[config.mk]
export PLATFORM = sky130hd
export DESIGN_NAME = fpm_top
export DESIGN_NICKNAME = d
export VERILOG_FILES = /design/src/design/fpm_op_pkg.sv /design/src/design/fpm_data_pkg.sv /design/src/design/fpm_op_regs.sv /design/src/design/fpm_exp_path.sv /design/src/design/fpm_shift_counter.sv /design/src/design/fpm_sequencer.sv /design/src/design/fpm_indicators.sv /design/src/design/fpm_top.sv
export VERILOG_INCLUDE_DIRS = /design/src /design/src/design
export SDC_FILE = /design/constraint.sdc
export NUM_CORES = 1
export LEC_CHECK = 0
export BUFFER_PORTS_ARGS = -buffer_cell sky130_fd_sc_hd__buf_4
export CORE_MARGIN = 2
export CORE_UTILIZATION = 45
export DETAILED_ROUTE_END_ITERATION = 16
export MAX_ROUTING_LAYER = met4
export REMOVE_ABC_BUFFERS = 1
export SKIP_CTS_REPAIR_TIMING = 1
export SYNTH_ARGS = -nofsm -noshare
export SYNTH_HDL_FRONTEND = slang
export SYNTH_HIERARCHICAL = 1
export SYNTH_SLANG_ARGS = --single-unit
export TNS_END_PERCENT = 50
[constraint.sdc]
create_clock -name clk_sys -period 9.3 [get_ports clk_sys]
set_clock_uncertainty 0.2 [all_clocks]
set_input_delay 1.86 -clock clk_sys [delete_from_list [all_inputs] [get_ports clk_sys]]
set_output_delay 1.86 -clock clk_sys [all_outputs]
set_load 0.01 [all_outputs]
[src/design/fpm_macros.svh]
// width and limit constants for the exponent unit
// included by the packages and by any module that sizes its own signals

`ifndef FPM_MACROS_SVH
`define FPM_MACROS_SVH

// operand exponent width, as seen on the request port
`define FPM_EXP_W 8

// alignment shift counter width
`define FPM_FIC_W 6

// exponent difference at or above this sets g
// (no alignment is done, one operand is simply dropped)
`define FPM_ALIGN_LIMIT 40

`endif

[src/design/fpm_op_pkg.sv]
// operation codes and the decoded operation class
// op_code_e arrives with the request, op_sel_t is the decoder output

package fpm_op_pkg;

	// bit 2 set means floating point
	typedef enum logic [2:0] {
		ad = 3'd0,
		sd = 3'd1,
		mw = 3'd2,
		dw = 3'd3,
		af = 3'd4,
		sf = 3'd5,
		mf = 3'd6,
		df = 3'd7
	} op_code_e;

	// one-hot operation plus class bits
	typedef struct packed {
		logic ad;
		logic sd;
		logic mw;
		logic dw;
		logic af;
		logic sf;
		logic mf;
		logic df;
		// any floating point operation
		logic ff;
		// any fixed point operation
		logic ss;
	} op_sel_t;

endpackage

[src/design/fpm_data_pkg.sv]
// data types on the request and result ports and between the blocks
// exponent widths follow the macros header

`include "fpm_macros.svh"

package fpm_data_pkg;

	// operand exponent
	typedef logic signed [`FPM_EXP_W-1:0] opexp_t;

	// internal exponent, two guard bits above the operand range
	typedef logic signed [`FPM_EXP_W+1:0] exp_t;

	typedef struct packed {
		fpm_op_pkg::op_code_e op;
		opexp_t exp_a;
		opexp_t exp_b;
	} exp_req_t;

	// one strobe per microstep
	typedef struct packed {
		logic load;
		logic eval;
		logic step;
		logic fin;
	} phase_t;

	typedef struct packed {
		opexp_t exp;
		logic g;
		logic wdt;
		logic wt;
		// underflow
		logic fi1;
		// overflow
		logic fi2;
		logic ff;
		logic [`FPM_FIC_W-1:0] shifts;
	} exp_res_t;

endpackage

[src/design/fpm_op_regs.sv]
// request register and operation decoder
// captures the request when start is seen while idle and holds it for the
// whole operation
// the class outputs steer the exponent path and indicators

`timescale 1ns/1ps

module fpm_op_regs(
	input logic clk_sys,
	input logic _0_f,
	input logic start,
	input logic busy,
	input fpm_data_pkg::exp_req_t req,
	output fpm_op_pkg::op_sel_t op_sel,
	output fpm_data_pkg::opexp_t exp_a,
	output fpm_data_pkg::opexp_t exp_b
);

	fpm_op_pkg::op_code_e op_q;
	logic take;

	assign take = start & ~busy;

	always_ff @(posedge clk_sys or posedge _0_f) begin
		if (_0_f) begin
			op_q <= fpm_op_pkg::ad;
		end else if (take) begin
			op_q <= req.op;
		end
	end

	always_ff @(posedge clk_sys) begin
		if (take) begin
			exp_a <= req.exp_a;
			exp_b <= req.exp_b;
		end
	end

	// one-hot decode like the 3-to-8 decoder on ir[7:9]
	always_comb begin
		op_sel = '0;
		case (op_q)
			fpm_op_pkg::ad: op_sel.ad = 1'b1;
			fpm_op_pkg::sd: op_sel.sd = 1'b1;
			fpm_op_pkg::mw: op_sel.mw = 1'b1;
			fpm_op_pkg::dw: op_sel.dw = 1'b1;
			fpm_op_pkg::af: op_sel.af = 1'b1;
			fpm_op_pkg::sf: op_sel.sf = 1'b1;
			fpm_op_pkg::mf: op_sel.mf = 1'b1;
			default: op_sel.df = 1'b1;
		endcase
		op_sel.ff = op_q[2];
		op_sel.ss = ~op_q[2];
	end

	// class is one-hot and matches the request taken one cycle earlier
	a_class_onehot: assert property (@(posedge clk_sys) disable iff (_0_f)
		take |=> ({op_sel.ad, op_sel.sd, op_sel.mw, op_sel.dw, op_sel.af, op_sel.sf,
			op_sel.mf, op_sel.df} == (8'h80 >> $past(req.op)))
			&& (op_sel.ff == $past(req.op[2])) && (op_sel.ss == !$past(req.op[2])));

endmodule

[src/design/fpm_exp_path.sv]
// D and B exponent registers with the 10-bit exponent adder
// both registers load on the load strobe and sum follows them combinationally

`timescale 1ns/1ps

`include "fpm_macros.svh"

module fpm_exp_path(
	input logic clk_sys,
	input logic _0_f,
	input fpm_data_pkg::phase_t phase,
	input fpm_op_pkg::op_sel_t op_sel,
	input fpm_data_pkg::opexp_t exp_a,
	input fpm_data_pkg::opexp_t exp_b,
	output fpm_data_pkg::exp_t sum
);

	fpm_data_pkg::exp_t d_q;
	fpm_data_pkg::exp_t b_q;
	fpm_data_pkg::exp_t a_ext;
	fpm_data_pkg::exp_t b_ext;
	logic sub;
	logic sub_q;

	// af, sf and df all subtract exp_b from exp_a
	assign sub = op_sel.af | op_sel.sf | op_sel.df;

	// sign extension into the guard bits
	assign a_ext = fpm_data_pkg::exp_t'(exp_a);
	assign b_ext = fpm_data_pkg::exp_t'(exp_b);

	// carry-in for the two's complement of B
	always_ff @(posedge clk_sys or posedge _0_f) begin
		if (_0_f) begin
			sub_q <= 1'b0;
		end else if (phase.load) begin
			sub_q <= sub;
		end
	end

	always_ff @(posedge clk_sys) begin
		if (phase.load) begin
			d_q <= a_ext;
			// B enters inverted when subtracting
			b_q <= sub ? ~b_ext : b_ext;
		end
	end

	// top three bits show whether the result left the 8-bit range
	assign sum = d_q + b_q + {{(`FPM_EXP_W+1){1'b0}}, sub_q};

endmodule

[src/design/fpm_shift_counter.sv]
// alignment shift counter (FIC)
// loaded with the shift count on eval and stepped down once per
// alignment shift that the mantissa shifter does not hold off

`timescale 1ns/1ps

`include "fpm_macros.svh"

module fpm_shift_counter(
	input logic clk_sys,
	input logic _0_f,
	input logic cnt_load,
	input logic [`FPM_FIC_W-1:0] cnt_value,
	input logic step,
	input logic align_hold,
	output logic cnt_zero,
	output logic [`FPM_FIC_W-1:0] cnt
);

	logic [`FPM_FIC_W-1:0] cnt_nxt;
	logic dec;

	assign dec = step & ~align_hold;

	always_comb begin
		cnt_nxt = cnt;
		if (cnt_load) begin
			cnt_nxt = cnt_value;
		end else if (dec) begin
			cnt_nxt = cnt - 1'b1;
		end
	end

	// zero after this cycle, so the sequencer can leave on the last shift
	assign cnt_zero = (cnt_nxt == '0);

	always_ff @(posedge clk_sys or posedge _0_f) begin
		if (_0_f) begin
			cnt <= '0;
		end else begin
			cnt <= cnt_nxt;
		end
	end

	// the sequencer must stop stepping once the count is used up
	a_no_underflow: assert property (@(posedge clk_sys) disable iff (_0_f)
		dec |-> cnt != '0);

endmodule

[src/design/fpm_sequencer.sv]
// microstep sequencer for one exponent operation
// steps through idle, load, eval, any align steps and fin with one strobe per step
// align is entered only for af/sf with a nonzero shift count

`timescale 1ns/1ps

module fpm_sequencer(
	input logic clk_sys,
	input logic _0_f,
	input logic start,
	input logic need_align,
	input logic cnt_zero,
	input logic align_hold,
	output logic busy,
	output fpm_data_pkg::phase_t phase
);

	typedef enum logic [2:0] {
		st_idle,
		st_load,
		st_eval,
		st_align,
		st_fin
	} state_e;

	state_e state;
	state_e state_nxt;

	always_comb begin
		state_nxt = state;
		case (state)
			st_idle: if (start) state_nxt = st_load;
			st_load: state_nxt = st_eval;
			st_eval: state_nxt = need_align ? st_align : st_fin;
			// cnt_zero only goes high on an unheld last shift
			st_align: if (cnt_zero && !align_hold) state_nxt = st_fin;
			st_fin: state_nxt = st_idle;
			default: state_nxt = st_idle;
		endcase
	end

	always_ff @(posedge clk_sys or posedge _0_f) begin
		if (_0_f) begin
			state <= st_idle;
		end else begin
			state <= state_nxt;
		end
	end

	assign busy = (state != st_idle);

	always_comb begin
		phase.load = (state == st_load);
		phase.eval = (state == st_eval);
		phase.step = (state == st_align);
		phase.fin = (state == st_fin);
	end

	// fin only after a busy cycle that left the shift counter empty
	a_fin_not_idle: assert property (@(posedge clk_sys) disable iff (_0_f)
		phase.fin |-> $past(busy) && $past(cnt_zero));

endmodule

[src/design/fpm_indicators.sv]
// indicator and result logic for the exponent unit
// works on the adder output during eval: g/wdt/wt for af/sf, range check
// for mf/df, and the alignment count handed to the shift counter

`timescale 1ns/1ps

`include "fpm_macros.svh"

module fpm_indicators(
	input logic clk_sys,
	input logic _0_f,
	input fpm_data_pkg::phase_t phase,
	input fpm_op_pkg::op_sel_t op_sel,
	input fpm_data_pkg::opexp_t exp_a,
	input fpm_data_pkg::opexp_t exp_b,
	input fpm_data_pkg::exp_t sum,
	output logic need_align,
	output logic cnt_load,
	output logic [`FPM_FIC_W-1:0] cnt_value,
	output fpm_data_pkg::exp_res_t res
);

	fpm_data_pkg::exp_res_t res_nxt;
	logic af_sf;
	logic mf_df;
	logic neg;
	logic ge_lim;
	logic [`FPM_EXP_W+1:0] mag;
	logic [`FPM_FIC_W-1:0] shift_cnt;

	assign af_sf = op_sel.af | op_sel.sf;
	assign mf_df = op_sel.mf | op_sel.df;

	// magnitude of the sum, 256 still fits unsigned
	assign neg = sum[`FPM_EXP_W+1];
	assign mag = neg ? -sum : sum;
	assign ge_lim = (mag >= (`FPM_EXP_W+2)'(`FPM_ALIGN_LIMIT));

	// no shifting when too far apart or already aligned
	assign shift_cnt = (ge_lim || sum == '0) ? '0 : mag[`FPM_FIC_W-1:0];

	always_comb begin
		res_nxt = '0;
		res_nxt.ff = op_sel.ff;
		if (af_sf) begin
			// larger exponent wins
			res_nxt.exp = neg ? exp_b : exp_a;
			res_nxt.g = ge_lim;
			res_nxt.wdt = neg;
			res_nxt.wt = ge_lim & ~neg;
			res_nxt.shifts = shift_cnt;
		end else if (mf_df) begin
			res_nxt.exp = sum[`FPM_EXP_W-1:0];
			// top three bits: 001..011 overflow, 100..110 underflow
			res_nxt.fi2 = ~sum[9] & (sum[8] | sum[7]);
			res_nxt.fi1 = sum[9] & ~(sum[8] & sum[7]);
		end
	end

	always_ff @(posedge clk_sys or posedge _0_f) begin
		if (_0_f) begin
			res <= '0;
		end else if (phase.eval) begin
			res <= res_nxt;
		end
	end

	// counter gets the count in the same cycle the indicators latch
	assign cnt_load = phase.eval;
	assign cnt_value = af_sf ? shift_cnt : '0;
	assign need_align = af_sf & (shift_cnt != '0);

endmodule

[src/design/fpm_top.sv]
// top of the exponent unit: one request at a time under a start/busy rule
// done pulses with res valid, align_hold from the mantissa shifter stretches
// the alignment phase without changing the result

`timescale 1ns/1ps

`include "fpm_macros.svh"

module fpm_top(
	input logic clk_sys,
	input logic _0_f,
	input logic start,
	input fpm_data_pkg::exp_req_t req,
	input logic align_hold,
	output logic busy,
	output logic done,
	output fpm_data_pkg::exp_res_t res
);

	fpm_op_pkg::op_sel_t op_sel;
	fpm_data_pkg::opexp_t exp_a;
	fpm_data_pkg::opexp_t exp_b;
	fpm_data_pkg::phase_t phase;
	fpm_data_pkg::exp_t sum;
	logic need_align;
	logic cnt_zero;
	logic cnt_load;
	logic [`FPM_FIC_W-1:0] cnt_value;
	logic [`FPM_FIC_W-1:0] cnt;

	fpm_op_regs op_regs_i(.clk_sys(clk_sys), ._0_f(_0_f), .start(start),
		.busy(busy), .req(req), .op_sel(op_sel), .exp_a(exp_a), .exp_b(exp_b));

	fpm_exp_path exp_path_i(.clk_sys(clk_sys), ._0_f(_0_f), .phase(phase),
		.op_sel(op_sel), .exp_a(exp_a), .exp_b(exp_b), .sum(sum));

	fpm_shift_counter shift_counter_i(.clk_sys(clk_sys), ._0_f(_0_f),
		.cnt_load(cnt_load), .cnt_value(cnt_value), .step(phase.step),
		.align_hold(align_hold), .cnt_zero(cnt_zero), .cnt(cnt));

	fpm_sequencer sequencer_i(.clk_sys(clk_sys), ._0_f(_0_f), .start(start),
		.need_align(need_align), .cnt_zero(cnt_zero), .align_hold(align_hold),
		.busy(busy), .phase(phase));

	fpm_indicators indicators_i(.clk_sys(clk_sys), ._0_f(_0_f), .phase(phase),
		.op_sel(op_sel), .exp_a(exp_a), .exp_b(exp_b), .sum(sum),
		.need_align(need_align), .cnt_load(cnt_load), .cnt_value(cnt_value),
		.res(res));

	assign done = phase.fin;

	// all alignment shifts are done by the time the result is reported
	a_done_cnt_empty: assert property (@(posedge clk_sys) disable iff (_0_f)
		done |-> cnt == '0 && $past(busy));

	// a start while busy is dropped by the request register
	a_start_idle: assert property (@(posedge clk_sys) disable iff (_0_f)
		not (start && busy)) else $warning("start while busy ignored");

endmodule

==> flow_summary.toml <==
[sta]
max_freq_mhz = 227
min_period_over_period_pct = 47.4
period_minus_slack_ns = 4.41
final.setup.tns_ns = 0
setup_violations = 0
slew_headroom_pct = 39.9
rsz0062_at_grt = "false"
slew_viol_final = 0
worst_pin_slew_ns = 0.895
final_hold_viol_count = 0

[clocking]
cts_root_buf = "clkbuf_8"
clockBufferDepth = 2
htree_levels = 3
clk_pin_slew_ns = 0.08
cts_buffers = 9
cts_tree = "done"
clock_sink_count = 65
worstSkewPairLatency_ns = 0.34

[global_route]
grt_pass1_vias = 2451
grt_usage_pct = 18.2
grt_pass1_wl_mm = 12.1
top_usage_layer = "met2"
antenna_found_initial = 0
use_met2_pct = 27.5
grt_max_degree = 40
grt-ovfl-total = 0
met1_usage_pct = 24.8
gr-usage-met3_pct = 3.08

[hold_path]
min_from = "op_regs_i/exp_a[4]$_DFFE_PP_"
hold_class = "reg2reg"
hold_path_end = "exp_path_i/d_q[4]$_DFFE_PP_"
hold_depth = 0

[worst_setup_path]
cp.arrival_ns = 4.45
path_class = "reg2reg"
reg2reg_to = "sequencer_i/state[0]$_DFFE_PP0P_"
endpoint_kind = "register"
cp-startpoint = "exp_path_i/d_q[0]$_DFFE_PP_"
reg2reg_from = "exp_path_i/d_q[0]$_DFFE_PP_"
crit_fanout = 9
cp-start-kind = "register"
r2r_setup_slack_ns = 4.89
reg2regPathDepth = 19
cp_data_required_time_ns = 9.34

[job]
drv_cap = 0

[floorplanning]
num_io_pins = 45
die_y_um = 95.4
die_width_um = 95.4
die_area_mm2 = 0.00911
core_area_mm2 = 0.00818
initial_core_util_pct = 46.0
num_rows = 33

[finish]
fillers = 755
fin_util_pct = 52.7
mostFrequentLayoutCell = "buf_4"
drive_above_1_share_pct = 27.5
design_area_mm2 = 0.00431
final_cell_mix = "buf_4 (49), dfrtp_1 (33), edfxtp_1 (32), nor2_1 (31), a21oi_1 (29)"
antenna_cells = 0
layout.nets = 415
areaGrowthSynthToFinish_pct = 14.6

[drt]
antenna_left = 0
drtIter0Drc = 109
drt_wl_total_mm = 7.45
post_drt_via_cell_ratio = 5.32
vias = 2613
drt-pass1-iter-count = 4
drc_errors = 0
wl_per_cell_um = 15.2

[placed_design]
dp_hpwl_mm = 5.41
io_buffers = 44
place.gp.congestion = 0.803
placed_area_mm2 = 0.00411

[outcome]
status = "finished clean"

[logic_synthesis]
syn_inst = 345
yosys_warnings = 6
syn_avg_cell_area_um2 = 10.9
netlist_area_mm2 = 0.00376
worst max-delay path: stages, from the launching register on:
cell      delay (ns)
edfxtp_1        0.32
inv_1           0.05
fa_1            0.45
fa_1            0.46
nor2b_4         0.14
o31a_1          0.16
nor2_1          0.06
o311ai_1        0.71
nor4_1          0.09
a31o_2          0.27
a31oi_1         0.31
nand3_4         0.19
nor2_1          0.14
nand2_1         0.07
o21ai_0         0.11
o21bai_1        0.15
nor4_2          0.06
inv_1           0.07
o21ai_2         0.06
a311oi_1        0.25
sequential cells by signal, indices dropped and copies added (netlist names):
signal	count
exp_path_i/b_q	8
exp_path_i/sub_q	1
sequencer_i/state	3
shift_counter_i/cnt	6
op_regs_i/exp_a	8
indicators_i/res	20
exp_path_i/d_q	8
op_regs_i/op_q	3
op_regs_i/exp_b	8
stage by stage:
step | worst slack, ns | hold WS (ns) | std cells
6_report | 4.89 | 0.254 | 491
5_1_grt | 4.44 | 0.270 | 491
4_1_cts | 4.89 | 0.255 | 491
3_5_place_dp | 4.90 | 0.239 | 475
3_3_place_gp | 5.04 | 0.230 | 475
2_1_floorplan | 5.10 | 0.226 | 321
routing by layer:
metal | vias to the layer above | part of all wire (%)
li1 | 1298 | -
met1 | 1266 | 49
met2 | 41 | 47
met3 | 8 | 2.7
met4 | 0 | 1.2
met5 | - | 0
final cells by class:
| class | count | area [um2] | share of cell area [%] |
|---|---|---|---|
| clock buffer | 9 | 124 | 2.87 |
| clock inverter | 7 | 77.6 | 1.80 |
| inverter | 28 | 105 | 2.44 |
| timing repair buffer | 49 | 368 | 8.53 |
| tap | 105 | 131 | 3.05 |
| multi-input combinational | 228 | 1720 | 39.9 |
| sequential | 65 | 1790 | 41.4 |
worst max path at each step:
stage	slack (ns)	endpoint	cells past startpoint
after floorplan	5.10	indicators_i/res[3]$_DFFE_PP0P_	3
after global placement	5.04	sequencer_i/state[0]$_DFFE_PP0P_	19
after detailed placement	4.90	sequencer_i/state[0]$_DFFE_PP0P_	19
after CTS	4.89	sequencer_i/state[0]$_DFFE_PP0P_	19
after global routing	4.44	sequencer_i/state[0]$_DFFE_PP0P_	19
final	4.89	sequencer_i/state[0]$_DFFE_PP0P_	19
Power is not shown: default switching activity piles up to over one toggle a cycle in this logic, so the estimate is an artifact.
